<file path="config.mk">
export PLATFORM = sky130hd
export DESIGN_NAME = forward_decision
export DESIGN_NICKNAME = d
export VERILOG_FILES = /design/src/switch_pkg.sv /design/src/forward_decision.sv
export SDC_FILE = /design/constraint.sdc
export NUM_CORES = 1
export LEC_CHECK = 0
export ABC_AREA = 1
export BUFFER_PORTS_ARGS = -buffer_cell sky130_fd_sc_hd__buf_2
export CAP_MARGIN = 30
export CORE_UTILIZATION = 39
export DETAILED_ROUTE_END_ITERATION = 10
export PLACE_DENSITY_LB_ADDON = 0.12
export SETUP_SLACK_MARGIN = 0.1
export SKIP_LAST_GASP = 1
export SLEW_MARGIN = 20
export SYNTH_ARGS = -nofsm -noshare
export SYNTH_HDL_FRONTEND = slang
export SYNTH_SLANG_ARGS = --single-unit
</file>
<file path="constraint.sdc">
create_clock -name clk -period 0.8 [get_ports clk]
set_clock_uncertainty 0.2 [all_clocks]
set_input_delay 0.12 -clock clk [delete_from_list [all_inputs] [get_ports clk]]
set_output_delay 0.12 -clock clk [all_outputs]
set_load 0.05 [all_outputs]
</file>
<file path="src/switch_pkg.sv">
`default_nettype none

package switch_pkg;

    typedef logic [47:0] mac_addr_t;

    localparam mac_addr_t BROADCAST_MAC = 48'hFFFF_FFFF_FFFF;

    // Header descriptor carried from ingress to the decision stage
    typedef struct packed {
        mac_addr_t dst_mac;
        mac_addr_t src_mac;
    } mac_pair_t;

    localparam int NUM_ENTRIES = 8;
    localparam int MAX_HIT     = 8;
    localparam int HIT_W       = $clog2(MAX_HIT);

    typedef logic [$clog2(NUM_ENTRIES)-1:0] entry_idx_t;
    typedef logic [HIT_W-1:0]               hit_cnt_t;
    typedef hit_cnt_t [NUM_ENTRIES-1:0]     hit_vec_t;

    localparam hit_cnt_t HIT_SAT = hit_cnt_t'(MAX_HIT - 1); // Counter ceiling

    typedef enum logic [1:0] {
        FWD_UNICAST,
        FWD_FLOOD,
        FWD_FILTER,
        FWD_BROADCAST
    } fwd_kind_t;

    // Lowest free slot first, otherwise the least used entry
    function automatic entry_idx_t free_index(
        input logic [NUM_ENTRIES-1:0] usage,
        input hit_vec_t               hits
    );
        entry_idx_t idx;
        hit_cnt_t   lowest;
        logic       found;

        idx    = '0;
        lowest = hits[0];
        found  = 1'b0;
        for (int i = 0; i < NUM_ENTRIES; i++) begin
            if (!usage[i] && !found) begin
                idx   = entry_idx_t'(i);
                found = 1'b1;
            end
        end
        if (!found) begin
            for (int i = 1; i < NUM_ENTRIES; i++) begin
                if (hits[i] < lowest) begin // Strict compare keeps lowest index on ties
                    lowest = hits[i];
                    idx    = entry_idx_t'(i);
                end
            end
        end
        return idx;
    endfunction

endpackage

`default_nettype wire

</file>
<file path="src/forward_decision.sv">
`default_nettype none

module forward_decision #(
    parameter int NUM_PORTS = 4
) (
    input  logic                         clk,
    input  logic                         rst_n,
    input  logic                         req_valid_i,
    input  switch_pkg::mac_pair_t        req_desc_i,
    input  logic [$clog2(NUM_PORTS)-1:0] req_src_port_i,
    input  logic                         hit_i,
    input  logic [$clog2(NUM_PORTS)-1:0] hit_port_i,
    output logic                         fwd_valid_o,
    output switch_pkg::mac_pair_t        fwd_desc_o,
    output logic [$clog2(NUM_PORTS)-1:0] fwd_src_port_o,
    output logic [NUM_PORTS-1:0]         fwd_mask_o,
    output switch_pkg::fwd_kind_t        fwd_kind_o
);
    import switch_pkg::*;

    logic [NUM_PORTS-1:0] src_onehot;
    logic [NUM_PORTS-1:0] hit_onehot;
    logic [NUM_PORTS-1:0] next_mask;
    fwd_kind_t            next_kind;

    always_comb begin
        src_onehot                 = '0;
        src_onehot[req_src_port_i] = 1'b1;
        hit_onehot                 = '0;
        hit_onehot[hit_port_i]     = 1'b1;

        // First matching rule wins
        if (req_desc_i.dst_mac == BROADCAST_MAC) begin
            next_kind = FWD_BROADCAST;
            next_mask = ~src_onehot;
        end else if (hit_i && hit_port_i != req_src_port_i) begin
            next_kind = FWD_UNICAST;
            next_mask = hit_onehot;
        end else if (hit_i) begin
            next_kind = FWD_FILTER; // Destination sits behind the ingress port
            next_mask = '0;
        end else begin
            next_kind = FWD_FLOOD;
            next_mask = ~src_onehot;
        end
    end

    always_ff @(posedge clk or negedge rst_n) begin
        if (!rst_n) begin
            fwd_valid_o <= 1'b0;
        end else begin
            fwd_valid_o <= req_valid_i;
        end
    end

    always_ff @(posedge clk) begin
        if (req_valid_i) begin
            fwd_desc_o     <= req_desc_i;
            fwd_src_port_o <= req_src_port_i;
            fwd_mask_o     <= next_mask;
            fwd_kind_o     <= next_kind;
        end
    end

endmodule

`default_nettype wire

</file>
==> impl_metrics.py <==
metrics = {
    "cells_and_area": {
        "finalNonFillerCells": 556,
        "fin_nets": 547,
        "n_antenna_cell": 0,
        "area_growth_syn_to_layout_pct": 76.0,
        "fin_util_pct": 71.3,
        "stdcell_area_um2": 6250,
        "layout-drive-gt1-share_pct": 64.1,
    },
    "timing": {
        "hold_viol": 101,
        "rsz0062_at_grt": "yes",
        "setup_slack_ns": -0.465,
        "clock.fmax_mhz": 790,
        "period_share_pct": 158,
        "setup_viol": 111,
        "hold_ws_ns": -0.269,
        "worst_pin_slew_ns": 0.158,
        "final-max-slew-violation-count": 0,
        "period_minus_slack_ns": 1.27,
        "max-slew-margin-rel_pct": 89.4,
    },
    "placement": {
        "port_buffers": 208,
        "placed_cell_area_um2": 5000,
        "hpwl_mm": 6.20,
        "globalplace.congestion": 0.820,
        "dp_cells": 536,
    },
    "outcome": {
        "status": "finished with violations",
        "violations": "hold timing, setup timing",
    },
    "worst_hold_path": {
        "worstHoldStart": "req_desc_i[76]",
        "min_to": "fwd_desc_o[76]",
        "whs_path_depth": 1,
        "hp-class": "in -> reg",
    },
    "cts": {
        "cts_tree": "built",
        "cts_buffer_depth": 2,
        "cts.sinks": 105,
        "cts_hold_buf": 1,
        "path_clk_slew_ns": 0.10,
        "cts_buffers": 9,
        "root_buffer": "clkbuf_8",
        "cts_htree_levels": 3,
    },
    "floorplan": {
        "io-pin-count": 209,
        "die_area_um2": 9490,
        "coreArea_um2": 8760,
        "die_x_um": 97.4,
        "die_h_um": 97.4,
        "initial_utilization_pct": 40.5,
        "placementRows": 34,
    },
    "synthesis": {
        "syn_nets": 300,
        "synthDistinctLibCells": 12,
        "synth_top_family_by_area": "simple AND/OR/NAND/NOR gates",
        "synth_mux_area_share_pct": 0,
        "yosys_warnings": 0,
        "synthXorXnorAreaFrac_pct": 0.247,
        "synth-compound-area-share_pct": 0.141,
        "syn_avg_cell_area_um2": 18.1,
        "ys_seq_area_share_pct": 88.7,
        "synth_area_um2": 3550,
        "synth-adder-area-share_pct": 0,
        "synth-seq-cells": 105,
        "synthSimpleGateAreaFrac_pct": 10.3,
        "syn_inst": 196,
    },
    "drt": {
        "via_per_inst": 4.55,
        "drt-pass1-iter-count": 4,
        "antenna_left": 0,
        "wl_mm": 8.78,
        "drt_iter0_markers": 55,
        "wl_per_cell_um": 15.8,
        "drc": 0,
        "vias": 2528,
    },
    "power": {
        "power_density_nw_per_um2": 2180,
        "p_leak_uw": 0.00266,
        "ir_drop_mv": 0.947,
        "finalPower_uw": 13600,
    },
    "critical_path": {
        "slowest_stage": "edfxtp_1",
        "cp-end-kind": "output port",
        "crit_family": "flip-flops",
        "path_buf_inv": 1,
        "cp-start-kind": "flip-flop",
        "path_cells": "buf_6",
        "required_ns": 0.48,
        "cpPeakStageDelay_ns": 0.42,
        "crit_type": "reg -> out",
        "cp_max_fo": 1,
        "crit_arrival_ns": 0.95,
    },
    "global_routing": {
        "grt_max_degree": 30,
        "gr-total-overflow": 0,
        "grt_pass1_wl_mm": 13.1,
        "antenna_found_initial": 0,
        "grt_pass1_vias": 2593,
        "track_usage_pct": 18.2,
    },
    "job": {
        "maxCapViolCount": 0,
    },
}
[area by class of cell]
cell class / instances / area (µm²)
clock buffer: 10 / 128
clock inverter: 6 / 97.6
fill: 610 / 2520
inverter: 6 / 22.5
multi-input combinational: 85 / 493
sequential: 105 / 3150
tap: 108 / 135
timing repair buffer: 236 / 2220
[registers in the layout, summed over array words and instances, names as in the netlist]
signal and flops:
fwd_desc_o 96, fwd_kind_o 2, fwd_mask_o 4, fwd_src_port_o 2, fwd_valid_o 1
[layout by cell type (no fill, tap or decap), types with 2 or more instances in the layout]
cell       count
nand2_4        4
buf_12         5
nand2_2       21
inv_6          2
nand3_1        4
inv_1          6
bufinv_16      2
buf_4         24
nand2_1       31
nor2_2         3
nand4_1        4
nor2_4         6
edfxtp_1     104
buf_6        144
nor2_1         9
buf_2         62
clkbuf_8       9
[layer usage]
metal / vias to the layer above / global-route usage (%) / part of all wire, %
met5: - / 0 / 0
met4: 0 / 7.47 / 2.0
met3: 14 / 5.40 / 6.6
met2: 116 / 32.4 / 55
met1: 1197 / 20.2 / 36
li1: 1201 / - / -
[cells in the mapped netlist (all sizes together)]
cell type	n	share of area, %
inv	6	0.63
nand2	56	6.0
xnor2	1	0.25
nand4	4	0.70
nor2	18	2.5
o21ai	1	0.14
dfrtp	1	0.70
edfxtp	104	88
nand3	5	1.1
[worst max-delay path by stage]
stage	endpoint	depth (start not counted)	startpoint	slack (ns)
4_1_cts	fwd_mask_o[2]	1	fwd_mask_o[2]	-0.49
6_report	fwd_desc_o[1]	1	fwd_desc_o[1]	-0.47
5_1_grt	fwd_mask_o[3]	1	fwd_mask_o[3]	-0.52
3_3_place_gp	fwd_mask_o[1]	8	req_desc_i[87]	-0.52
2_1_floorplan	fwd_mask_o[0]	7	req_desc_i[59]	-0.34
3_5_place_dp	fwd_mask_o[1]	8	req_desc_i[87]	-0.54
[power breakdown]
| part | total [µW] | switching (µW) | internal [µW] |
|---|---|---|---|
| Clock | 3630 | 1820 | 1820 |
| Sequential | 6740 | 202 | 6540 |
| Combinational | 3270 | 2020 | 1250 |
[cell families after synthesis]
kind of cell | Yosys count
buf+inv | 6
simple gates | 83
flops | 105
compound gates | 1
xor+xnor | 1
[timing repair]
action,in CTS,in global routing
endpoints found under the hold margin,101,101
gates resized for setup,243,36
setup endpoints to repair,111,111
buffers inserted,1,2
pin swaps,27,21
cloned,0,0
[through the flow]
step           setup TNS (ns)  worst slack (ns)
2_1_floorplan          -14.29            -0.341
3_3_place_gp           -31.04            -0.519
3_5_place_dp           -32.01            -0.542
4_1_cts                -48.47            -0.489
5_1_grt                -51.84            -0.522
6_report               -46.00            -0.465
Power figures use the tool's default switching activity.
