$ cat config.mk
export PLATFORM = sky130hd
export DESIGN_NAME = address_table
export DESIGN_NICKNAME = d
export VERILOG_FILES = /design/src/switch_pkg.sv /design/src/address_table.sv
export SDC_FILE = /design/constraint.sdc
export NUM_CORES = 1
export LEC_CHECK = 0
export BUFFER_PORTS_ARGS = -buffer_cell sky130_fd_sc_hd__buf_2
export CORE_ASPECT_RATIO = 1.25
export CORE_MARGIN = 2
export CORE_UTILIZATION = 58
export CTS_CLUSTER_SIZE = 20
export DETAILED_ROUTE_END_ITERATION = 10
export PLACE_DENSITY = 0.76
export SLEW_MARGIN = 20
export SYNTH_ARGS = -nofsm -noshare
export SYNTH_HDL_FRONTEND = slang
export SYNTH_SLANG_ARGS = --single-unit
export TNS_END_PERCENT = 100
$ cat constraint.sdc
create_clock -name clk -period 19.5 [get_ports clk]
set_clock_uncertainty 0.05 [all_clocks]
set_input_delay 0.975 -clock clk [delete_from_list [all_inputs] [get_ports clk]]
set_output_delay 0.975 -clock clk [all_outputs]
set_load 0.02 [all_outputs]
$ cat src/switch_pkg.sv
`default_nettype none

package switch_pkg;

    typedef logic [47:0] mac_addr_t;

    localparam mac_addr_t BROADCAST_MAC = 48'hFFFF_FFFF_FFFF;

    // Header descriptor carried from ingress to the decision stage
    typedef struct packed {
        mac_addr_t dst_mac;
        mac_addr_t src_mac;
    } mac_pair_t;

    localparam int NUM_ENTRIES = 8;
    localparam int MAX_HIT     = 8;
    localparam int HIT_W       = $clog2(MAX_HIT);

    typedef logic [$clog2(NUM_ENTRIES)-1:0] entry_idx_t;
    typedef logic [HIT_W-1:0]               hit_cnt_t;
    typedef hit_cnt_t [NUM_ENTRIES-1:0]     hit_vec_t;

    localparam hit_cnt_t HIT_SAT = hit_cnt_t'(MAX_HIT - 1); // Counter ceiling

    typedef enum logic [1:0] {
        FWD_UNICAST,
        FWD_FLOOD,
        FWD_FILTER,
        FWD_BROADCAST
    } fwd_kind_t;

    // Lowest free slot first, otherwise the least used entry
    function automatic entry_idx_t free_index(
        input logic [NUM_ENTRIES-1:0] usage,
        input hit_vec_t               hits
    );
        entry_idx_t idx;
        hit_cnt_t   lowest;
        logic       found;

        idx    = '0;
        lowest = hits[0];
        found  = 1'b0;
        for (int i = 0; i < NUM_ENTRIES; i++) begin
            if (!usage[i] && !found) begin
                idx   = entry_idx_t'(i);
                found = 1'b1;
            end
        end
        if (!found) begin
            for (int i = 1; i < NUM_ENTRIES; i++) begin
                if (hits[i] < lowest) begin // Strict compare keeps lowest index on ties
                    lowest = hits[i];
                    idx    = entry_idx_t'(i);
                end
            end
        end
        return idx;
    endfunction

endpackage

`default_nettype wire

$ cat src/address_table.sv
`default_nettype none

module address_table #(
    parameter int NUM_PORTS = 4
) (
    input  logic                         clk,
    input  logic                         rst_n,
    input  logic                         learn_req_i,
    input  switch_pkg::mac_addr_t        learn_address_i,
    input  logic [$clog2(NUM_PORTS)-1:0] learn_port_i,
    input  logic                         read_req_i,
    input  switch_pkg::mac_addr_t        read_address_i,
    output logic [$clog2(NUM_PORTS)-1:0] read_port_o,
    output logic                         read_port_valid_o
);
    import switch_pkg::*;

    localparam int PORT_W = $clog2(NUM_PORTS);

    mac_addr_t              table_addr [NUM_ENTRIES];
    logic [PORT_W-1:0]      table_port [NUM_ENTRIES];
    logic [NUM_ENTRIES-1:0] table_used;
    hit_vec_t               table_hits;

    entry_idx_t             next_index;
    logic                   learn_exists;
    logic                   learn_write;
    logic [NUM_ENTRIES-1:0] read_match;
    logic                   read_hit;
    entry_idx_t             read_index;

    always_comb begin
        next_index   = free_index(table_used, table_hits);
        learn_exists = 1'b0;
        read_hit     = 1'b0;
        read_index   = '0;
        for (int i = 0; i < NUM_ENTRIES; i++) begin
            if (table_used[i] && table_addr[i] == learn_address_i
                    && table_port[i] == learn_port_i) begin
                learn_exists = 1'b1;
            end
            // Stale entries never match
            read_match[i] = table_used[i] && (table_addr[i] == read_address_i);
            if (read_match[i]) begin
                read_hit   = 1'b1;
                read_index = entry_idx_t'(i);
            end
        end
    end

    assign learn_write = learn_req_i && !learn_exists;

    always_ff @(posedge clk) begin
        if (learn_write) begin
            table_addr[next_index] <= learn_address_i;
            table_port[next_index] <= learn_port_i;
        end
        if (read_req_i && read_hit) begin
            read_port_o <= table_port[read_index];
        end
    end

    always_ff @(posedge clk or negedge rst_n) begin
        if (!rst_n) begin
            table_used        <= '0;
            table_hits        <= '0;
            read_port_valid_o <= 1'b0;
        end else begin
            read_port_valid_o <= read_req_i && read_hit;
            if (learn_req_i) begin
                for (int i = 0; i < NUM_ENTRIES; i++) begin
                    if (table_used[i] && table_addr[i] == learn_address_i
                            && table_port[i] != learn_port_i) begin
                        table_used[i] <= 1'b0; // Station moved to another port
                    end
                end
                if (!learn_exists) begin
                    table_used[next_index] <= 1'b1;
                    table_hits[next_index] <= hit_cnt_t'(1);
                end
            end
            if (read_req_i) begin
                for (int i = 0; i < NUM_ENTRIES; i++) begin
                    // Slot being written this edge keeps its fresh count
                    if (!(learn_write && entry_idx_t'(i) == next_index)) begin
                        if (read_match[i]) begin
                            if (table_hits[i] != HIT_SAT) table_hits[i] <= table_hits[i] + 1'b1;
                        end else if (table_hits[i] != '0) begin
                            table_hits[i] <= table_hits[i] - 1'b1;
                        end
                    end
                end
            end
        end
    end

endmodule

`default_nettype wire

==> results of run 1 <==
## sequential cells by signal, indices dropped and copies added, names as in the netlist
register,cells
read_port_o,2
table_addr,384
table_hits,24
table_used,8
table_port,16
read_port_valid_o,1
## power breakdown
| group | total [uW] | internal [uW] | switching (uW) |
|---|---|---|---|
| clock | 884 | 513 | 371 |
| sequential | 2020 | 1650 | 376 |
| combinational | 1910 | 705 | 1200 |
| total | 4810 | 2860 | 1950 |
## worst register-to-register path, delay by kind of cell, from the launching register on
kind                     cells  cell delay, ps
AO/OA/AOI/OAI               18            3930
adder cells (fa/ha/maj)      7            1930
buffers and inverters        5            1110
flip-flops                   1             400
multiplexers                 3             810
AND/OR/NAND/NOR             14            1770
## metal layers
| layer | routed length, um | share of wire |
|---|---|---|
| met1 | 34900 | 0.35 |
| met2 | 42600 | 0.42 |
| met3 | 12840 | 0.13 |
| met4 | 10130 | 0.10 |
| met5 | 0 | 0 |
## Yosys cell counts, types with 10 or more instances
library cell,n,area share
mux2i_1,10,0.0039
o21ai_0,39,0.0075
ha_1,52,0.025
nor2b_1,26,0.0063
o22ai_1,13,0.0031
or4_1,15,0.0043
xor2_1,354,0.12
buf_2,65,0.013
nand2b_1,42,0.010
nor2_1,55,0.0080
nand4b_1,10,0.0034
edfxtp_1,402,0.47
inv_1,87,0.013
nand3_1,40,0.0077
a211oi_1,12,0.0035
nand2_1,82,0.012
nor4_1,133,0.032
nand4_1,117,0.028
clkbuf_1,32,0.0046
nor3_1,33,0.0064
dfrtp_1,33,0.032
xnor2_1,383,0.13
a21oi_1,31,0.0060
o2111ai_1,11,0.0037
## logic make-up (layout without fill, tap and decap cells)
logic type                 count (synthesis)  in the layout  share of synthesized area
AOI/OAI and AO/OA                        200            200                    0.05270
buffers and inverters                    198            303                    0.03279
muxes                                     16             16                   0.006461
and+or+nand+nor                          608            608                     0.1366
xor gates and xnor gates                 738            738                     0.2494
DFF                                      435            435                     0.4970
adders and majority gates                 52             52                    0.02507
## metrics by stage
| step | total power [uW] | utilization | instance area (sq um) | worst slack, ps | std cells |
|---|---|---|---|---|---|
| 2_1_floorplan | 3316 | - | 25950 | 9994 | 2247 |
| 3_3_place_gp | 3826 | 0.6099 | 26910 | 9718 | 2845 |
| 3_5_place_dp | 3879 | 0.6099 | 26910 | 9340 | 2845 |
| 4_1_cts | 4755 | 0.6434 | 28380 | 9318 | 2924 |
| 5_1_grt | 5033 | 0.6434 | 28390 | 8371 | 2924 |
| 6_report | 4814 | 0.6434 | 28390 | 9086 | 2924 |
## placed cells by master (no fill, tap or decap), drive strengths merged, types with 47 or more instances in the layout
cell / netlist / routed
nand4: 117 / 117
xor2: 355 / 355
nand2: 82 / 82
xnor2: 383 / 383
nor2: 55 / 55
edfxtp: 402 / 402
o21ai: 47 / 47
inv: 91 / 90
buf: 74 / 132
nor4: 136 / 136
ha: 52 / 52
clkbuf: 32 / 57
## area by class of cell
class,count,area [sq um],share of cell area
sequential,435,12900,0.4543
multi-input combinational,1614,12220,0.4304
clock buffer,57,1234,0.04346
timing repair buffer,132,730.7,0.02574
tap,572,715.7,0.02521
inverter,92,349.1,0.01230
clock inverter,22,241.5,0.008507
## path summary, 6_finish.rpt
check,cells past startpoint,to,from
min,1,table_hits[20],rst_n
min in group clk,1,table_addr[4][30],learn_address_i[30]
max in group asynchronous,1,table_used[2],rst_n
min reg2reg,1,table_hits[23],table_hits[23]
max reg2reg,47,table_addr[5][13],table_hits[1]
max,47,table_addr[5][13],table_hits[1]
==> metrics.txt, run 1 <==
Critical Path RT=19620 ps; Static Leak=0.009772 uW; Vias=19932; sequential area share after synthesis=0.4970; Vias/cell=6.817; Final nets=2473; Top Usage Layer GRT=met2; Max VDD drop=0.1997 mV; Max Cap Viol=0; Tightest Pin Transition=1146 ps; PostCTS Resize Cnt=0; period utilization=0.5340; DR iter-0 viols=2671; setup violators final=0; crit start category=register; setup slack, reg-to-reg=9090 ps; die area=46460 sq um; minimum clock period=10410 ps; Clock transition at path regs=70 ps; initial core utilization=0.5882; CTS H-tree depth=2; Yosys reg bits=435; share of cells above drive strength 1=0.09566; largest net degree at the start of global routing=55; HPWL after DPL=66810 um; Filler cells=3443; # diodes=0; Synth async-reset ratio=0.07586; buffer depth of the longest clock path=3; average routed wire per standard cell=34.36 um; synthesized cell area=25950 sq um; die width=193.2 um; Die Span Y=240.5 um; Core Rows=86; first-pass GRT wire length=138400 um; f_max=0.09603 GHz; Port Buf Inserts=104; antenna violations before repair=0; outcome=finished, final reports clean; CTS tree=done; Total Wirelength=100500 um; met3 Track Usage GR=0.1169; grt ovf=0; Synth cell types=74; core box area=44120 sq um; Syn Nets=2401; Worst Setup End Kind=register; Worst Hold Class=input port to async pin; setup_tns=0 ps; Post-route DRC=0; hold_ws=453.1 ps; Worst slew margin=0.2358; TritonCTS buffer count=44; vias in the first global route=19336; met1 Use GR=0.5411; Worst path max stage delay=800 ps; I/O pin cnt=105; Post-synth EDFFs=402; GRT Total Usage=0.4350; routability congestion estimate=1.051; clk_lat worst skew=580 ps; delay-heaviest family, CP=compound AO/OA/AOI/OAI gates; clk sinks=435; slowest CP cell=inv_2; CP bufs+invs=5; Final Hold Vio Count=0; Area growth, synth to finish=9.398%; Slew Viols, Final=0; cts hold-fix bufs=0; Yosys Warn Count=0; Antenna Violating Nets Remaining=0; Post-Syn Area per Cell=11.55 sq um; most used cell, CP=nor2_1; Arr. time, crit path=10540 ps; Crit Path Class=register to register; Power Dens Cells=169.6 nW/um^2; post-CTS setup buffer count=0; Crit Path Max Fanout=50; met2 GRT Util=0.6380; RSZ-0062 raised after global routing=false; post-synthesis cell count=2247; CTS Root Cell=clkbuf_16; drt pass-1 iters=7; Main synth FF type=edfxtp_1
(Power assumes the default switching activity.)
==> inputs of run 2 (changes only) <==
--- a/config.mk
+++ b/config.mk
@@ -8,10 +8,10 @@
 export BUFFER_PORTS_ARGS = -buffer_cell sky130_fd_sc_hd__buf_2
 export CORE_ASPECT_RATIO = 1.25
 export CORE_MARGIN = 2
-export CORE_UTILIZATION = 58
+export CORE_UTILIZATION = 57
 export CTS_CLUSTER_SIZE = 20
 export DETAILED_ROUTE_END_ITERATION = 10
-export PLACE_DENSITY = 0.76
+export PLACE_DENSITY = 0.77
 export SLEW_MARGIN = 20
 export SYNTH_ARGS = -nofsm -noshare
 export SYNTH_HDL_FRONTEND = slang
==> constraint.sdc (replaced) <==
create_clock -name clk -period 9.5 [get_ports clk]
set_clock_uncertainty 0.05 [all_clocks]
set_input_delay 0.475 -clock clk [delete_from_list [all_inputs] [get_ports clk]]
set_output_delay 0.475 -clock clk [all_outputs]
set_load 0.02 [all_outputs]
==> run 2 against run 1 <==
Compared with the run above:
- routed wire length up 3.6%
- cell area rose by 2.0%
- clock-buffer cell count fell by 3
- via count is 2.0% higher
- sequential power increased by 110%
- combinational power is 130% higher
- worst hold slack lost 390 ps
- register-to-register slack worse by 8500 ps
- flip-flop and latch count stayed put
- die area is 1.7% higher
- first-iteration DRC count fell by 4.6%
- sequential share of layout area down 0.88 points
- highest routed layer is now met5
==> metrics.txt, run 2 (synthesis gave the netlist of run 1 again) <==
CTS H-tree depth=2 (unchanged); Core Rows=87 (was 86); grt ovf=0 (unchanged); drt pass-1 iters=5 (was 7); Vias=20336 (was 19932); die width=194.8 um (was 193.2 um); CP bufs+invs=6 (was 5); largest net degree at the start of global routing=55 (unchanged); clock share of power=0.182 (was 0.184); Power Dens Cells=362.7 nW/um^2 (was 169.6 nW/um^2); post-route cell area=28950 sq um (was 28390 sq um); initial core utilization=0.5758 (was 0.5882); Placed Area=27250 sq um (was 26910 sq um); share of cells above drive strength 1=0.1149 (was 0.09566); most frequent cells in the layout=edfxtp_1 (402), xnor2_1 (383), xor2_1 (354), nor4_1 (133), nand4_1 (117) (unchanged); Vias/cell=6.845 (was 6.817); Crit Path Class=register to register (unchanged); Final nets=2511 (was 2473); f_max=0.1116 GHz (was 0.09603 GHz); setup slack, reg-to-reg=540 ps (was 9090 ps); buffer depth of the longest clock path=3 (unchanged); reg2reg start=table_hits[1] (unchanged); Worst R2R Path Depth=49 (was 47); antenna violations before repair=3 (was 0); flip-flop count of the largest register after layout=384 (unchanged); Slew Viols, Final=0 (unchanged); Core Util, Final=0.6424 (was 0.6434); Power Internal=6239 uW (was 2864 uW); Arr. time, crit path=9160 ps (was 10540 ps); Max Cap Viol=0 (unchanged); Die Span Y=242.5 um (was 240.5 um); P_sw=4260 uW (was 1951 uW); biggest regs=table_addr: 384 flops, table_hits: 24 flops, table_port: 16 flops (unchanged); Post-route DRC=0 (unchanged); sw frac=0.4058 (was 0.4052); clk sinks=435 (unchanged); Port Buf Inserts=104 (unchanged); Endpoint, Worst Hold=table_addr[4][36]; die area=47260 sq um (was 46460 sq um); Critical Path RT=9700 ps (was 19620 ps); minimum clock period=8960 ps (was 10410 ps); crit start category=register (unchanged); setup violators final=0 (unchanged); outcome=finished, final reports clean (unchanged); reg2reg end=table_addr[2][17] (was table_addr[5][13]); Final Hold Vio Count=0 (unchanged); commonest non-fill, non-tap cell in the layout=edfxtp_1 (unchanged); dpl ws=222.4 ps (was 9340 ps); Antenna Violating Nets Remaining=0 (unchanged); average routed wire per standard cell=35.03 um (was 34.36 um); Tightest Pin Transition=1218 ps (was 1146 ps); Worst Hold Class=input port to register (was input port to async pin); HPWL after DPL=72010 um (was 66810 um); vias in the first global route=20179 (was 19336); Static Leak=0.01003 uW (was 0.009772 uW); TritonCTS buffer count=45 (was 44); first-pass GRT wire length=143500 um (was 138400 um); DR iter-0 viols=2549 (was 2671); delay-heaviest family, CP=compound AO/OA/AOI/OAI gates (unchanged); slowest CP cell=dfrtp_1 (was inv_2); CTS tree=done (unchanged); Max VDD drop=0.2481 mV (was 0.1997 mV); GRT Total Usage=0.4370 (was 0.4350); CTS Root Cell=clkbuf_16 (unchanged); Crit Path Max Fanout=49 (was 50); Worst slew margin=0.1808 (was 0.2358); Worst path max stage delay=390 ps (was 800 ps); Total Wirelength=104100 um (was 100500 um); Largest Register=table_addr (unchanged); Worst Setup End Kind=register (unchanged); Area growth, synth to finish=11.56% (was 9.398%); # diodes=0 (unchanged); Clock transition at path regs=70 ps (about the same); RSZ-0062 raised after global routing=true (was false); sequential power share=0.395 (was 0.420); core box area=45070 sq um (was 44120 sq um); routability congestion estimate=1.040 (was 1.051); most used cell, CP=nor2_1 (unchanged); PnR worst setup slack=540.4 ps (was 9086 ps); I/O pin cnt=105 (unchanged); Hold Crit Depth=1; Comb pwr share=0.422 (was 0.396); hold_sp=learn_address_i[36]; period utilization=0.9431 (was 0.5340); clk_lat worst skew=610 ps (was 580 ps)
run 2: cell types whose count changed in the layout (fill, tap and decap cells not counted), sizes merged:
cell / before / now
dlygate4sd3: 0 / 1
bufinv: 5 / 8
clkinvlp: 2 / 4
buf: 132 / 167
inv: 90 / 92
clkbuf: 57 / 55
run 2: layout make-up:
cell class	instances	area (sq um)
clock buffer	54	1191
fill	3579	16120
clock inverter	29	375.4
sequential	435	12900
inverter	92	352.8
tap	578	723.2
timing repair buffer	169	1154
multi-input combinational	1614	12260
run 2: metal layers:
| metal | global-route usage | share of wire | up-vias |
|---|---|---|---|
| li1 | - | - | 8346 |
| met1 | 0.5195 | 0.34 | 9993 |
| met2 | 0.6735 | 0.44 | 1512 |
| met3 | 0.1142 | 0.12 | 483 |
| met4 | 0.3496 | 0.096 | 2 |
| met5 | 0 | 0.00011 | - |
run 2: how the worst max path moves through the flow:
stage	from	end	depth (start not counted)
floorplan	table_hits[1]	table_addr[4][0]	47
global placement	table_hits[1]	table_addr[5][39]	49
detailed placement	table_hits[1]	table_addr[7][20]	48
CTS	table_hits[1]	table_addr[7][20]	48
global route	table_hits[1]	table_addr[2][11]	49
finish	table_hits[1]	table_addr[2][17]	49
run 2: power groups by stage:
| stage | Sequential [uW] | Clock [uW] | Combinational [uW] |
|---|---|---|---|
| after global placement | 4120 | 0 | 4130 |
| final | 4150 | 1910 | 4440 |
| after floorplan | 3970 | 0 | 2840 |
| after CTS | 4120 | 1910 | 4230 |
| after detailed placement | 4150 | 0 | 4210 |
| after global routing | 4210 | 1990 | 4750 |
run 2: through the flow:
step                      power (uW)  TNS (ps)  hold WS [ps]  std cells
after detailed placement        8361         0         550.5       2880
after global routing           10950    -12160         64.81       2971
after global placement          8244         0         535.1       2880
after CTS                      10260         0         53.78       2964
after floorplan                 6814         0         129.4       2247
final                          10500         0         59.05       2971
run 2: timing repair:
action / in CTS / in global routing
setup endpoints to repair: 0 / 431
hold endpoints to repair: 33 / 0
resized for setup: 0 / 15
buffers inserted: 0 / 6
hold buffers: 1 / 0
