--- config.mk ---
export PLATFORM = sky130hd
export DESIGN_NAME = desc_fifo
export DESIGN_NICKNAME = d
export VERILOG_FILES = /design/src/switch_pkg.sv /design/src/desc_fifo.sv
export SDC_FILE = /design/constraint.sdc
export NUM_CORES = 1
export LEC_CHECK = 0
export BUFFER_PORTS_ARGS = -buffer_cell sky130_fd_sc_hd__buf_2
export CORE_MARGIN = 5
export CORE_UTILIZATION = 61
export DETAILED_ROUTE_END_ITERATION = 8
export PLACE_DENSITY_LB_ADDON = 0.08
export SKIP_CTS_REPAIR_TIMING = 1
export SYNTH_ARGS = -nofsm -noshare
export SYNTH_HDL_FRONTEND = slang
export SYNTH_SLANG_ARGS = --single-unit
--- constraint.sdc ---
create_clock -name clk -period 5.5 [get_ports clk]
set_input_delay 0.275 -clock clk [delete_from_list [all_inputs] [get_ports clk]]
set_output_delay 0.275 -clock clk [all_outputs]
set_load 0.02 [all_outputs]
--- src/switch_pkg.sv ---
`default_nettype none

package switch_pkg;

    typedef logic [47:0] mac_addr_t;

    localparam mac_addr_t BROADCAST_MAC = 48'hFFFF_FFFF_FFFF;

    // Header descriptor carried from ingress to the decision stage
    typedef struct packed {
        mac_addr_t dst_mac;
        mac_addr_t src_mac;
    } mac_pair_t;

    localparam int NUM_ENTRIES = 8;
    localparam int MAX_HIT     = 8;
    localparam int HIT_W       = $clog2(MAX_HIT);

    typedef logic [$clog2(NUM_ENTRIES)-1:0] entry_idx_t;
    typedef logic [HIT_W-1:0]               hit_cnt_t;
    typedef hit_cnt_t [NUM_ENTRIES-1:0]     hit_vec_t;

    localparam hit_cnt_t HIT_SAT = hit_cnt_t'(MAX_HIT - 1); // Counter ceiling

    typedef enum logic [1:0] {
        FWD_UNICAST,
        FWD_FLOOD,
        FWD_FILTER,
        FWD_BROADCAST
    } fwd_kind_t;

    // Lowest free slot first, otherwise the least used entry
    function automatic entry_idx_t free_index(
        input logic [NUM_ENTRIES-1:0] usage,
        input hit_vec_t               hits
    );
        entry_idx_t idx;
        hit_cnt_t   lowest;
        logic       found;

        idx    = '0;
        lowest = hits[0];
        found  = 1'b0;
        for (int i = 0; i < NUM_ENTRIES; i++) begin
            if (!usage[i] && !found) begin
                idx   = entry_idx_t'(i);
                found = 1'b1;
            end
        end
        if (!found) begin
            for (int i = 1; i < NUM_ENTRIES; i++) begin
                if (hits[i] < lowest) begin // Strict compare keeps lowest index on ties
                    lowest = hits[i];
                    idx    = entry_idx_t'(i);
                end
            end
        end
        return idx;
    endfunction

endpackage

`default_nettype wire

--- src/desc_fifo.sv ---
`default_nettype none

module desc_fifo #(
    parameter int FIFO_DEPTH = 4
) (
    input  logic                  clk,
    input  logic                  rst_n,
    input  logic                  push_i,
    input  switch_pkg::mac_pair_t push_desc_i,
    input  logic                  pop_i,
    output switch_pkg::mac_pair_t head_desc_o,
    output logic                  empty_o,
    output logic                  full_o
);
    import switch_pkg::*;

    localparam int PTR_W = (FIFO_DEPTH > 1) ? $clog2(FIFO_DEPTH) : 1;
    localparam int CNT_W = $clog2(FIFO_DEPTH + 1);

    mac_pair_t        mem [FIFO_DEPTH];
    logic [PTR_W-1:0] wr_ptr_q;
    logic [PTR_W-1:0] rd_ptr_q;
    logic [CNT_W-1:0] count_q;
    logic             do_push;
    logic             do_pop;

    function automatic logic [PTR_W-1:0] next_ptr(input logic [PTR_W-1:0] ptr);
        return (ptr == PTR_W'(FIFO_DEPTH - 1)) ? '0 : ptr + 1'b1;
    endfunction

    assign do_push = push_i && !full_o; // Writes while full are dropped
    assign do_pop  = pop_i && !empty_o;

    always_ff @(posedge clk) begin
        if (do_push) begin
            mem[wr_ptr_q] <= push_desc_i;
        end
    end

    always_ff @(posedge clk or negedge rst_n) begin
        if (!rst_n) begin
            wr_ptr_q <= '0;
            rd_ptr_q <= '0;
            count_q  <= '0;
        end else begin
            if (do_push) wr_ptr_q <= next_ptr(wr_ptr_q);
            if (do_pop) rd_ptr_q <= next_ptr(rd_ptr_q);
            case ({do_push, do_pop})
                2'b10:   count_q <= count_q + 1'b1;
                2'b01:   count_q <= count_q - 1'b1;
                default: count_q <= count_q; // Idle or push with pop
            endcase
        end
    end

    assign head_desc_o = mem[rd_ptr_q];
    assign empty_o     = (count_q == '0);
    assign full_o      = (count_q == CNT_W'(FIFO_DEPTH));

endmodule

`default_nettype wire

==> run metrics, run 1 <==
post-synthesis register bit count 391; Yosys cell types 22; most common cell in the netlist edfxtp_1; Remaining DRCs 0; register area share after synthesis 81.9%; crit end category primary output; Die Y 163 um; clock tree from TritonCTS built; Max Cap Viol 0; Die X 163 um; Lkg Pwr 6.14 nW; final hold violation count 0; TritonRoute pass-1 iters 4; crit share post-route 56.3%; Max Buffers Root-to-Sink 3; Hold Crit Class in2reg; Initial Util 61.4%; Int Power 6.61 mW; Total GRT Usage 19.7%; placed cell area 15600 um2; worst hold path depth 1; FFs w/ async S/R, synth 1.79%; crit-path cells buf_12 -> mux4_2 -> buf_2; leading area contributor after synthesis edfxtp_1; largest fanout on the critical path 57; WL/cell 22.7 um; Design Area, Final 17800 um2; Comb pwr share 29.8%; crit path max-delay cell type dfrtp_4; Max VDD drop 0.478 mV; max-slew violations 0; CP Data Arrival Time 2.82 ns; commonest cells in the netlist edfxtp_1 (384), mux4_2 (96), buf_2 (7), dfrtp_1 (7), inv_1 (7); Cell Rows 56; Final setup viols 0; Iter 0 DRT Violations 464; layout cells sized above 1 40.8%; net switching component of the power 2.99 mW; Sum Neg Setup Slack 0 ns; nets 966; relative slew slack 30.7%; RSZ-0062 raised after global routing no; f_max 323 MHz; initial antenna violation count 1; Synth Cell Area 14300 um2; Reg-to-Reg End mem[0][94]; Hold Path Sink mem[3][16]; top_reg_cell synth edfxtp_1; Max H-tree Level 2; clock sinks 391; RD Place Congestion 0.761; Synth Warn # 0; Clock Latency Late Sink 0.51 ns; outcome finished, final reports clean; IO Count 198; critical path type reg2out; Worst setup SP type register; Worst Skew 0.0121 ns; clock power share 25.8%; die area 26600 um2; FF-to-FF Start count_q[2]; Final min period 3.10 ns; clk slew on worst S/H paths 0.06 ns; R2R cell count 4; final wirelength 27300 um; vias per cell 5.55; share of the synthesized area in the top cell type 80.7%; post-route ant nets 0; syn avg cell area 26.4 um2; Area Growth Syn to Fin 24.3%; Reg2Reg Setup Slack 2.62 ns; Synth Instances 542; number of synthesized flops with an enable pin 384; first-pass GRT wire length 39500 um; Hold Crit Start push_desc_i[16]; Crit path largest cell delay 0.99 ns; Sequential Power Share 44.4%; CP required 5.22 ns; pwr dens 541 nW/um2; core region area 23300 um2; vias in the first global route 6898; DPL Wire Length 15300 um; TritonCTS buffer count 38; Syn Nets 649; largest cells by area after synthesis edfxtp_1 (81%), mux4_2 (15%), dfrtp_1 (1.2%); GR Overflow Total 0; largest net degree at the start of global routing 71; sw frac 31.2%; Port Buf Inserts 197; worst-margin pin slew 1.04 ns; clock root buffer clkbuf_16; via count 6695
==> layout by cell type, fill, tap and decap left out, types with 5 or more instances in the layout <==
| master | count |
|---|---|
| mux4_2 | 96 |
| ha_1 | 6 |
| edfxtp_1 | 384 |
| clkinv_1 | 7 |
| buf_2 | 197 |
| clkbuf_16 | 41 |
| buf_4 | 5 |
| clkbuf_1 | 7 |
| inv_1 | 7 |
| dfrtp_1 | 5 |
| dlygate4sd3_1 | 96 |
==> worst max path at each step <==
| stage | start | to | slack, ns | depth (start not counted) |
|---|---|---|---|---|
| after floorplan | count_q[2] | mem[0][0] | 1.86 | 3 |
| after global placement | count_q[2] | mem[1][88] | 2.73 | 4 |
| after detailed placement | count_q[2] | mem[1][88] | 2.59 | 4 |
| after CTS | rd_ptr_q[0] | head_desc_o[37] | 2.29 | 3 |
| after global routing | rd_ptr_q[0] | head_desc_o[61] | 2.16 | 3 |
| final | rd_ptr_q[0] | head_desc_o[61] | 2.40 | 3 |
==> power by group through the flow <==
stage	combinational, mW	clock (mW)	sequential [mW]
2_1_floorplan	2.16	0	4.13
3_3_place_gp	2.83	0	4.29
3_5_place_dp	2.85	0	4.33
4_1_cts	2.87	2.51	4.27
5_1_grt	3.05	2.66	4.33
6_report	2.86	2.47	4.26
==> registers in the layout (all words and copies together) (netlist names) <==
signal and flops:
rd_ptr_q 2, mem 384, wr_ptr_q 2, count_q 3
==> worst max-delay path: cells and delay by family (launching register included) <==
| family | cells | cell delay (ns) |
|---|---|---|
| buf+inv | 2 | 0.67 |
| flops | 1 | 0.99 |
| mux | 1 | 0.61 |
==> area by class of cell <==
class | count | area [um2]
antenna | 2 | 5.00
clock buffer | 48 | 1050
clock inverter | 18 | 146
fill | 1293 | 5510
inverter | 7 | 26.3
multi-input combinational | 122 | 2410
sequential | 391 | 11700
tap | 319 | 399
timing repair buffer | 299 | 2000
==> kinds of logic (layout without fill, tap and decap cells) <==
group / count (synthesis) / after routing / share of synthesized area (%)
flip-flops: 391 / 391 / 81.9
XOR/XNOR: 3 / 3 / 0.184
other: 0 / 2 / 0
multiplexers: 101 / 101 / 15.5
AND/OR/NAND/NOR: 11 / 11 / 0.429
adder cells (fa/ha/maj): 7 / 7 / 0.665
buffers and inverters: 29 / 372 / 1.28
==> per-stage QoR <==
step | hold slack (ns) | std cells | setup slack (ns) | utilization, % | power (mW)
floorplan | -0.0206 | 542 | 1.86 | - | 6.29
global placement | 0.114 | 1042 | 2.73 | 67.0 | 7.11
detailed placement | 0.121 | 1042 | 2.59 | 67.0 | 7.18
CTS | -0.433 | 1108 | 2.29 | 72.2 | 9.65
global route | 0.00416 | 1205 | 2.16 | 76.3 | 10.0
finish | 0.0276 | 1206 | 2.40 | 76.3 | 9.60
==> layer usage <==
metal | up-vias | part of all wire, % | global-route usage (%) | wire, um
li1 | 2966 | - | - | -
met4 | 0 | 1.6 | 5.26 | 426
met1 | 3459 | 39 | 26.8 | 10600
met2 | 232 | 52 | 32.1 | 14300
met5 | - | 0 | 0 | 0
met3 | 38 | 7.3 | 5.75 | 2000
No activity file was read; power rests on OpenSTA's default activity.
==> inputs of run 2 (changes only) <==
--- a/config.mk
+++ b/config.mk
@@ -7,7 +7,7 @@
 export LEC_CHECK = 0
 export BUFFER_PORTS_ARGS = -buffer_cell sky130_fd_sc_hd__buf_2
 export CORE_MARGIN = 5
-export CORE_UTILIZATION = 61
+export CORE_UTILIZATION = 57
 export DETAILED_ROUTE_END_ITERATION = 8
 export PLACE_DENSITY_LB_ADDON = 0.08
 export SKIP_CTS_REPAIR_TIMING = 1
==> constraint.sdc (replaced) <==
create_clock -name clk -period 3.1 [get_ports clk]
set_input_delay 0.155 -clock clk [delete_from_list [all_inputs] [get_ports clk]]
set_output_delay 0.155 -clock clk [all_outputs]
set_load 0.02 [all_outputs]
==> run 2 against run 1 <==
Compared with the run above:
- clock skew down 0.00070 ns
- total power up 77%
- sequential share of layout area down 0.75 points
- hold slack worse by 0.0088 ns
- first-iteration DRC count down 5.4%
- core utilization down 4.4 points
- sequential power up 74%
- highest routed layer unchanged
- die area up 6.6%
==> run metrics, run 2 (synthesis results as in run 1) <==
Final min period 2.65 ns; Reg2Reg Setup Slack 0.92 ns (was 2.62 ns); Cell Rows 58 (was 56); Sum Neg Setup Slack 0 ns (unchanged); TritonRoute pass-1 iters 6 (was 4); Lkg Pwr 6.24 nW (was 6.14 nW); met1 global-route usage 24.3% (was 26.8%); FF-to-FF Start count_q[2] (unchanged); worst-margin pin slew 0.629 ns (was 1.04 ns); first-pass GRT wire length 40400 um (was 39500 um); Worst Skew 0.0114 ns (was 0.0121 ns); area occupied by multi-input gates 2410 um2 (unchanged); placed cells 1065 (was 1042); nets 980 (was 966); placed cell area 15800 um2 (was 15600 um2); clock tree from TritonCTS built (unchanged); Iter 0 DRT Violations 439 (was 464); Area Growth Syn to Fin 25.7% (was 24.3%); RD Place Congestion 0.766 (was 0.761); crit share post-route 85.4%; Final setup viols 0 (unchanged); via count 6662 (was 6695); post-route ant nets 0 (unchanged); final wirelength 26500 um (was 27300 um); Total GRT Usage 18.6% (was 19.7%); Die X 168 um (was 163 um); Reg-to-Reg End mem[3][93] (was mem[0][94]); WL/cell 21.5 um (was 22.7 um); Worst setup SP type register (unchanged); initial antenna violation count 3 (was 1); GRT Max-Usage Layer met2 (unchanged); Die Y 168 um (was 163 um); core region area 25000 um2 (was 23300 um2); largest fanout on the critical path 31 (was 57); commonest non-fill, non-tap cells in the layout edfxtp_1 (384), buf_2 (197), dlygate4sd3_1 (97) (was edfxtp_1 (384), buf_2 (197), mux4_2 (96), dlygate4sd3_1 (96), clkbuf_16 (41)); crit end category primary output (unchanged); Clock Latency Late Sink 0.51 ns (about the same); max reg flops 384 (unchanged); R2R cell count 4 (unchanged); CP Data Arrival Time 2.49 ns (was 2.82 ns); clock sinks 391 (unchanged); DPL Wire Length 16300 um (was 15300 um); max-slew violations 0 (unchanged); Max Buffers Root-to-Sink 3 (unchanged); TritonCTS buffer count 39 (was 38); CP required 2.94 ns (was 5.22 ns); met2 Usage GRT 31.7% (was 32.1%); clk slew on worst S/H paths 0.06 ns (about the same); Max VDD drop 0.537 mV (was 0.478 mV); Initial Util 57.2% (was 61.4%); IO Count 198 (unchanged); relative slew slack 58.1% (was 30.7%); final hold violation count 0 (unchanged); layout cells sized above 1 41.1% (was 40.8%); pwr dens 948 nW/um2 (was 541 nW/um2); fin cells 1233 (was 1206); Hold WS 0.0188 ns (was 0.0276 ns); GR Overflow Total 0 (unchanged); most common cell after layout, fill and taps aside edfxtp_1 (unchanged); die area 28300 um2 (was 26600 um2); Port Buf Inserts 197 (unchanged); critical path type reg2out (unchanged); register with the most flip-flops mem (unchanged); clock root buffer clkbuf_16 (unchanged); f_max 378 MHz; Reg area 11700 um2 (unchanged); Design Area, Final 18000 um2 (was 17800 um2); Max Cap Viol 0 (unchanged); fill cell count 1520 (was 1293); Hold Crit Class in2async (was in2reg); Remaining DRCs 0 (unchanged); vias in the first global route 7100 (was 6898); largest net degree at the start of global routing 46 (was 71); outcome finished, final reports clean (unchanged); met3 usage 5.31% (was 5.75%); vias per cell 5.40 (was 5.55); Max H-tree Level 2 (unchanged); RSZ-0062 raised after global routing no (unchanged); Largest regs mem (384), count_q (3) (unchanged)
-- run 2: through the flow --
stage | total power, mW | setup slack [ns] | util [%]
after detailed placement | 12.9 | 0.881 | 63.4
after floorplan | 11.1 | 0.506 | -
after global routing | 17.9 | 0.251 | 72.0
after global placement | 12.8 | 0.930 | 63.4
after CTS | 17.2 | 0.366 | 68.0
final | 17.0 | 0.452 | 72.0
-- run 2: worst max-delay path by stage --
stage / startpoint / end / cells past startpoint
3_3_place_gp: rd_ptr_q[0] / head_desc_o[22] / 3
6_report: rd_ptr_q[0] / head_desc_o[17] / 3
5_1_grt: rd_ptr_q[0] / head_desc_o[17] / 3
4_1_cts: rd_ptr_q[0] / head_desc_o[17] / 3
2_1_floorplan: count_q[2] / mem[0][0] / 3
3_5_place_dp: count_q[2] / mem[3][90] / 4
-- run 2: power by group --
part	internal, mW	leakage [nW]	switching [mW]
combinational	2.32	2.07	3.03
sequential	6.97	3.60	0.455
clock	2.50	0.572	1.75
-- run 2: cell type report --
cell class,instances,share of cell area (%)
Multi-Input combinational cell,122,13.4
Inverter,7,0.146
Sequential cell,391,65.2
Timing Repair Buffer,312,12.4
Tap cell,330,2.30
Clock inverter,14,0.488
Clock buffer,54,5.98
Antenna cell,3,0.0418
-- run 2: critical path, cell delays in order (launching register included) --
cell and delay, ns:
dfrtp_4 0.83, buf_4 0.40, mux4_2 0.56, buf_2 0.18
-- run 2: routing by layer --
layer  share of wire, %  vias up
li1                   -     3002
met1                 40     3447
met2                 52      175
met3                6.7       38
met4                1.6        0
met5                  0        -
==> inputs of run 3 (changes only) <==
--- a/config.mk
+++ b/config.mk
@@ -9,6 +9,7 @@
 export CORE_MARGIN = 5
 export CORE_UTILIZATION = 57
 export DETAILED_ROUTE_END_ITERATION = 8
+export GPL_TIMING_DRIVEN = 0
 export PLACE_DENSITY_LB_ADDON = 0.08
 export SKIP_CTS_REPAIR_TIMING = 1
 export SYNTH_ARGS = -nofsm -noshare
==> run 3 against run 2 <==
Compared with the run above:
- flip-flop and latch count did not move
- die area did not move
- via count rose by 1.1%
- design area fell by 0.24%
- largest cell class unchanged
- critical endpoint is now mem[3][22]
- setup slack improved by 0.13 ns
- clock-buffer cell count did not move
- final cell count rose by 0.49%
- sequential share of layout area rose by 0.12 points
- clock skew rose by 0.0089 ns
- fmax rose by 5.1%
- global-route usage fell by 0.21 points
- highest routed layer unchanged
- clock power fell by 2%
==> run metrics, run 3 (synthesis results as in run 1) <==
Hold WS 0.0684 ns (was 0.0188 ns); placed cell area 15800 um2 (about the same); max-slew violations 0 (unchanged); Hold Crit Class in2reg (was in2async); clock sinks 391 (unchanged); Clock Latency Late Sink 0.52 ns (was 0.51 ns); Total GRT Usage 18.4% (was 18.6%); critical path type reg2reg (was reg2out); max reg flops 384 (unchanged); Remaining DRCs 0 (unchanged); RSZ-0062 raised after global routing no (unchanged); Lkg Pwr 6.23 nW (was 6.24 nW); worst-margin pin slew 0.757 ns (was 0.629 ns); TritonCTS buffer count 39 (unchanged); Sum Neg Setup Slack 0 ns (unchanged); register with the most flip-flops mem (unchanged); Crit path largest cell delay 0.72 ns (was 0.83 ns); first-pass GRT wire length 39400 um (was 40400 um); layout cells sized above 1 40.3% (was 41.1%); largest fanout on the critical path 54 (was 31); fin cells 1239 (was 1233); Reg area 11700 um2 (about the same); Largest regs mem (384), count_q (3) (unchanged); capture point of the worst path mem[3][22] (was head_desc_o[17]); Die X 168 um (unchanged); DPL Wire Length 16000 um (was 16300 um); Max H-tree Level 2 (unchanged); relative slew slack 49.6% (was 58.1%); crit end category register (was primary output); die area 28300 um2 (unchanged); Design Area, Final 17900 um2 (was 18000 um2); pwr dens 950 nW/um2 (was 948 nW/um2); GR Overflow Total 0 (unchanged); Initial Util 57.2% (unchanged); outcome finished, final reports clean (unchanged); clock root buffer clkbuf_16 (unchanged); CP Depth 4 (was 3); placed cells 1073 (was 1065); nets 989 (was 980); initial antenna violation count 1 (was 3); Area Growth Syn to Fin 25.4% (was 25.7%); Final min period 2.52 ns (was 2.65 ns); R2R cell count 4 (unchanged); fin util 71.8% (was 72.0%); Final setup viols 0 (unchanged); WL/cell 21.4 um (was 21.5 um); Worst setup SP type register (unchanged); sum of buffers and inverters on the critical path 1 (was 2); Max Buffers Root-to-Sink 3 (unchanged); core region area 25000 um2 (unchanged); vias per cell 5.44 (was 5.40); commonest non-fill, non-tap cells in the layout edfxtp_1 (384), buf_2 (204), dlygate4sd3_1 (98) (was edfxtp_1 (384), buf_2 (197), dlygate4sd3_1 (97)); fill cell count 1528 (was 1520); crit path max-delay cell type and2_4 (was dfrtp_4); TritonRoute pass-1 iters 4 (was 6); Hold Crit Start pop_i; Cell Rows 58 (unchanged); Reg-to-Reg End mem[3][22] (was mem[3][93]); Design Power 17.0 mW (about the same); Iter 0 DRT Violations 446 (was 439); Die Y 168 um (unchanged); largest net degree at the start of global routing 58 (was 46); crit path from count_q[2] (was rd_ptr_q[0]); final wirelength 26600 um (was 26500 um); CP required 3.28 ns (was 2.94 ns); DP Worst Slack 0.583 ns (was 0.881 ns); Port Buf Inserts 197 (unchanged); most common cell after layout, fill and taps aside edfxtp_1 (unchanged); clock tree from TritonCTS built (unchanged); crit-path cells nor3b_1 -> nor2b_1 -> and2_4 -> buf_16 (was buf_4 -> mux4_2 -> buf_2); FF-to-FF Start count_q[2] (unchanged); Max Cap Viol 0 (unchanged); f_max 397 MHz (was 378 MHz); via count 6736 (was 6662); post-route ant nets 0 (unchanged); vias in the first global route 6866 (was 7100); Reg2Reg Setup Slack 0.58 ns (was 0.92 ns); crit share post-route 81.3% (was 85.4%); Worst Skew 0.0203 ns (was 0.0114 ns); area occupied by multi-input gates 2410 um2 (unchanged); clk slew on worst S/H paths 0.06 ns (about the same); delay-heaviest family, CP simple AND/OR/NAND/NOR gates (was flip-flops); RD Place Congestion 0.731 (was 0.766); IO Count 198 (unchanged); Max VDD drop 0.725 mV (was 0.537 mV); Final WS setup 0.580 ns (was 0.452 ns); final hold violation count 0 (unchanged); CP Data Arrival Time 2.70 ns (was 2.49 ns)
-- run 3: cell types whose count changed in the layout (fill, tap and decap cells not counted), sizes merged --
cell / previous run / this run
buf: 215 / 218
bufinv: 1 / 0
clkbuf: 54 / 59
diode: 3 / 1
dlygate4sd3: 97 / 98
-- run 3: layout make-up --
class / count / area share, %
Tap cell: 330 / 2.30
Sequential cell: 391 / 65.3
Antenna cell: 1 / 0.0140
Inverter: 7 / 0.147
Multi-Input combinational cell: 122 / 13.4
Clock buffer: 54 / 6.00
Clock inverter: 13 / 0.293
Timing Repair Buffer: 299 / 11.6
Buffer: 22 / 0.873
-- run 3: worst register-to-register path: cells and delay by family, from the launching register on --
kind	cells	cell delay [ns]
flops	1	0.40
buf+inv	1	0.37
simple gates	3	1.35
-- run 3: metal layers --
metal  up-vias  share of wire (%)  GRT usage [%]
met5         -                  0              0
met4         0                1.7           4.94
met3        37                6.3           5.47
met2       203                 52           30.3
met1      3476                 40           24.4
li1       3020                  -              -
-- run 3: power by group --
part,leakage [nW],total [mW],switching (mW),internal [mW]
clock network,0.548,4.17,1.77,2.41
registers,3.60,7.21,0.230,6.98
logic,2.08,5.64,3.30,2.34
-- run 3: worst min-delay path by stage --
| stage | end | slack (ns) | depth (start not counted) |
|---|---|---|---|
| floorplan | count_q[0] | -0.14 | 0 |
| global placement | count_q[2] | -0.005 | 1 |
| detailed placement | count_q[1] | 0.0003 | 1 |
| CTS | count_q[1] | -0.56 | 1 |
| global route | rd_ptr_q[1] | 0.08 | 3 |
| finish | rd_ptr_q[1] | 0.07 | 3 |
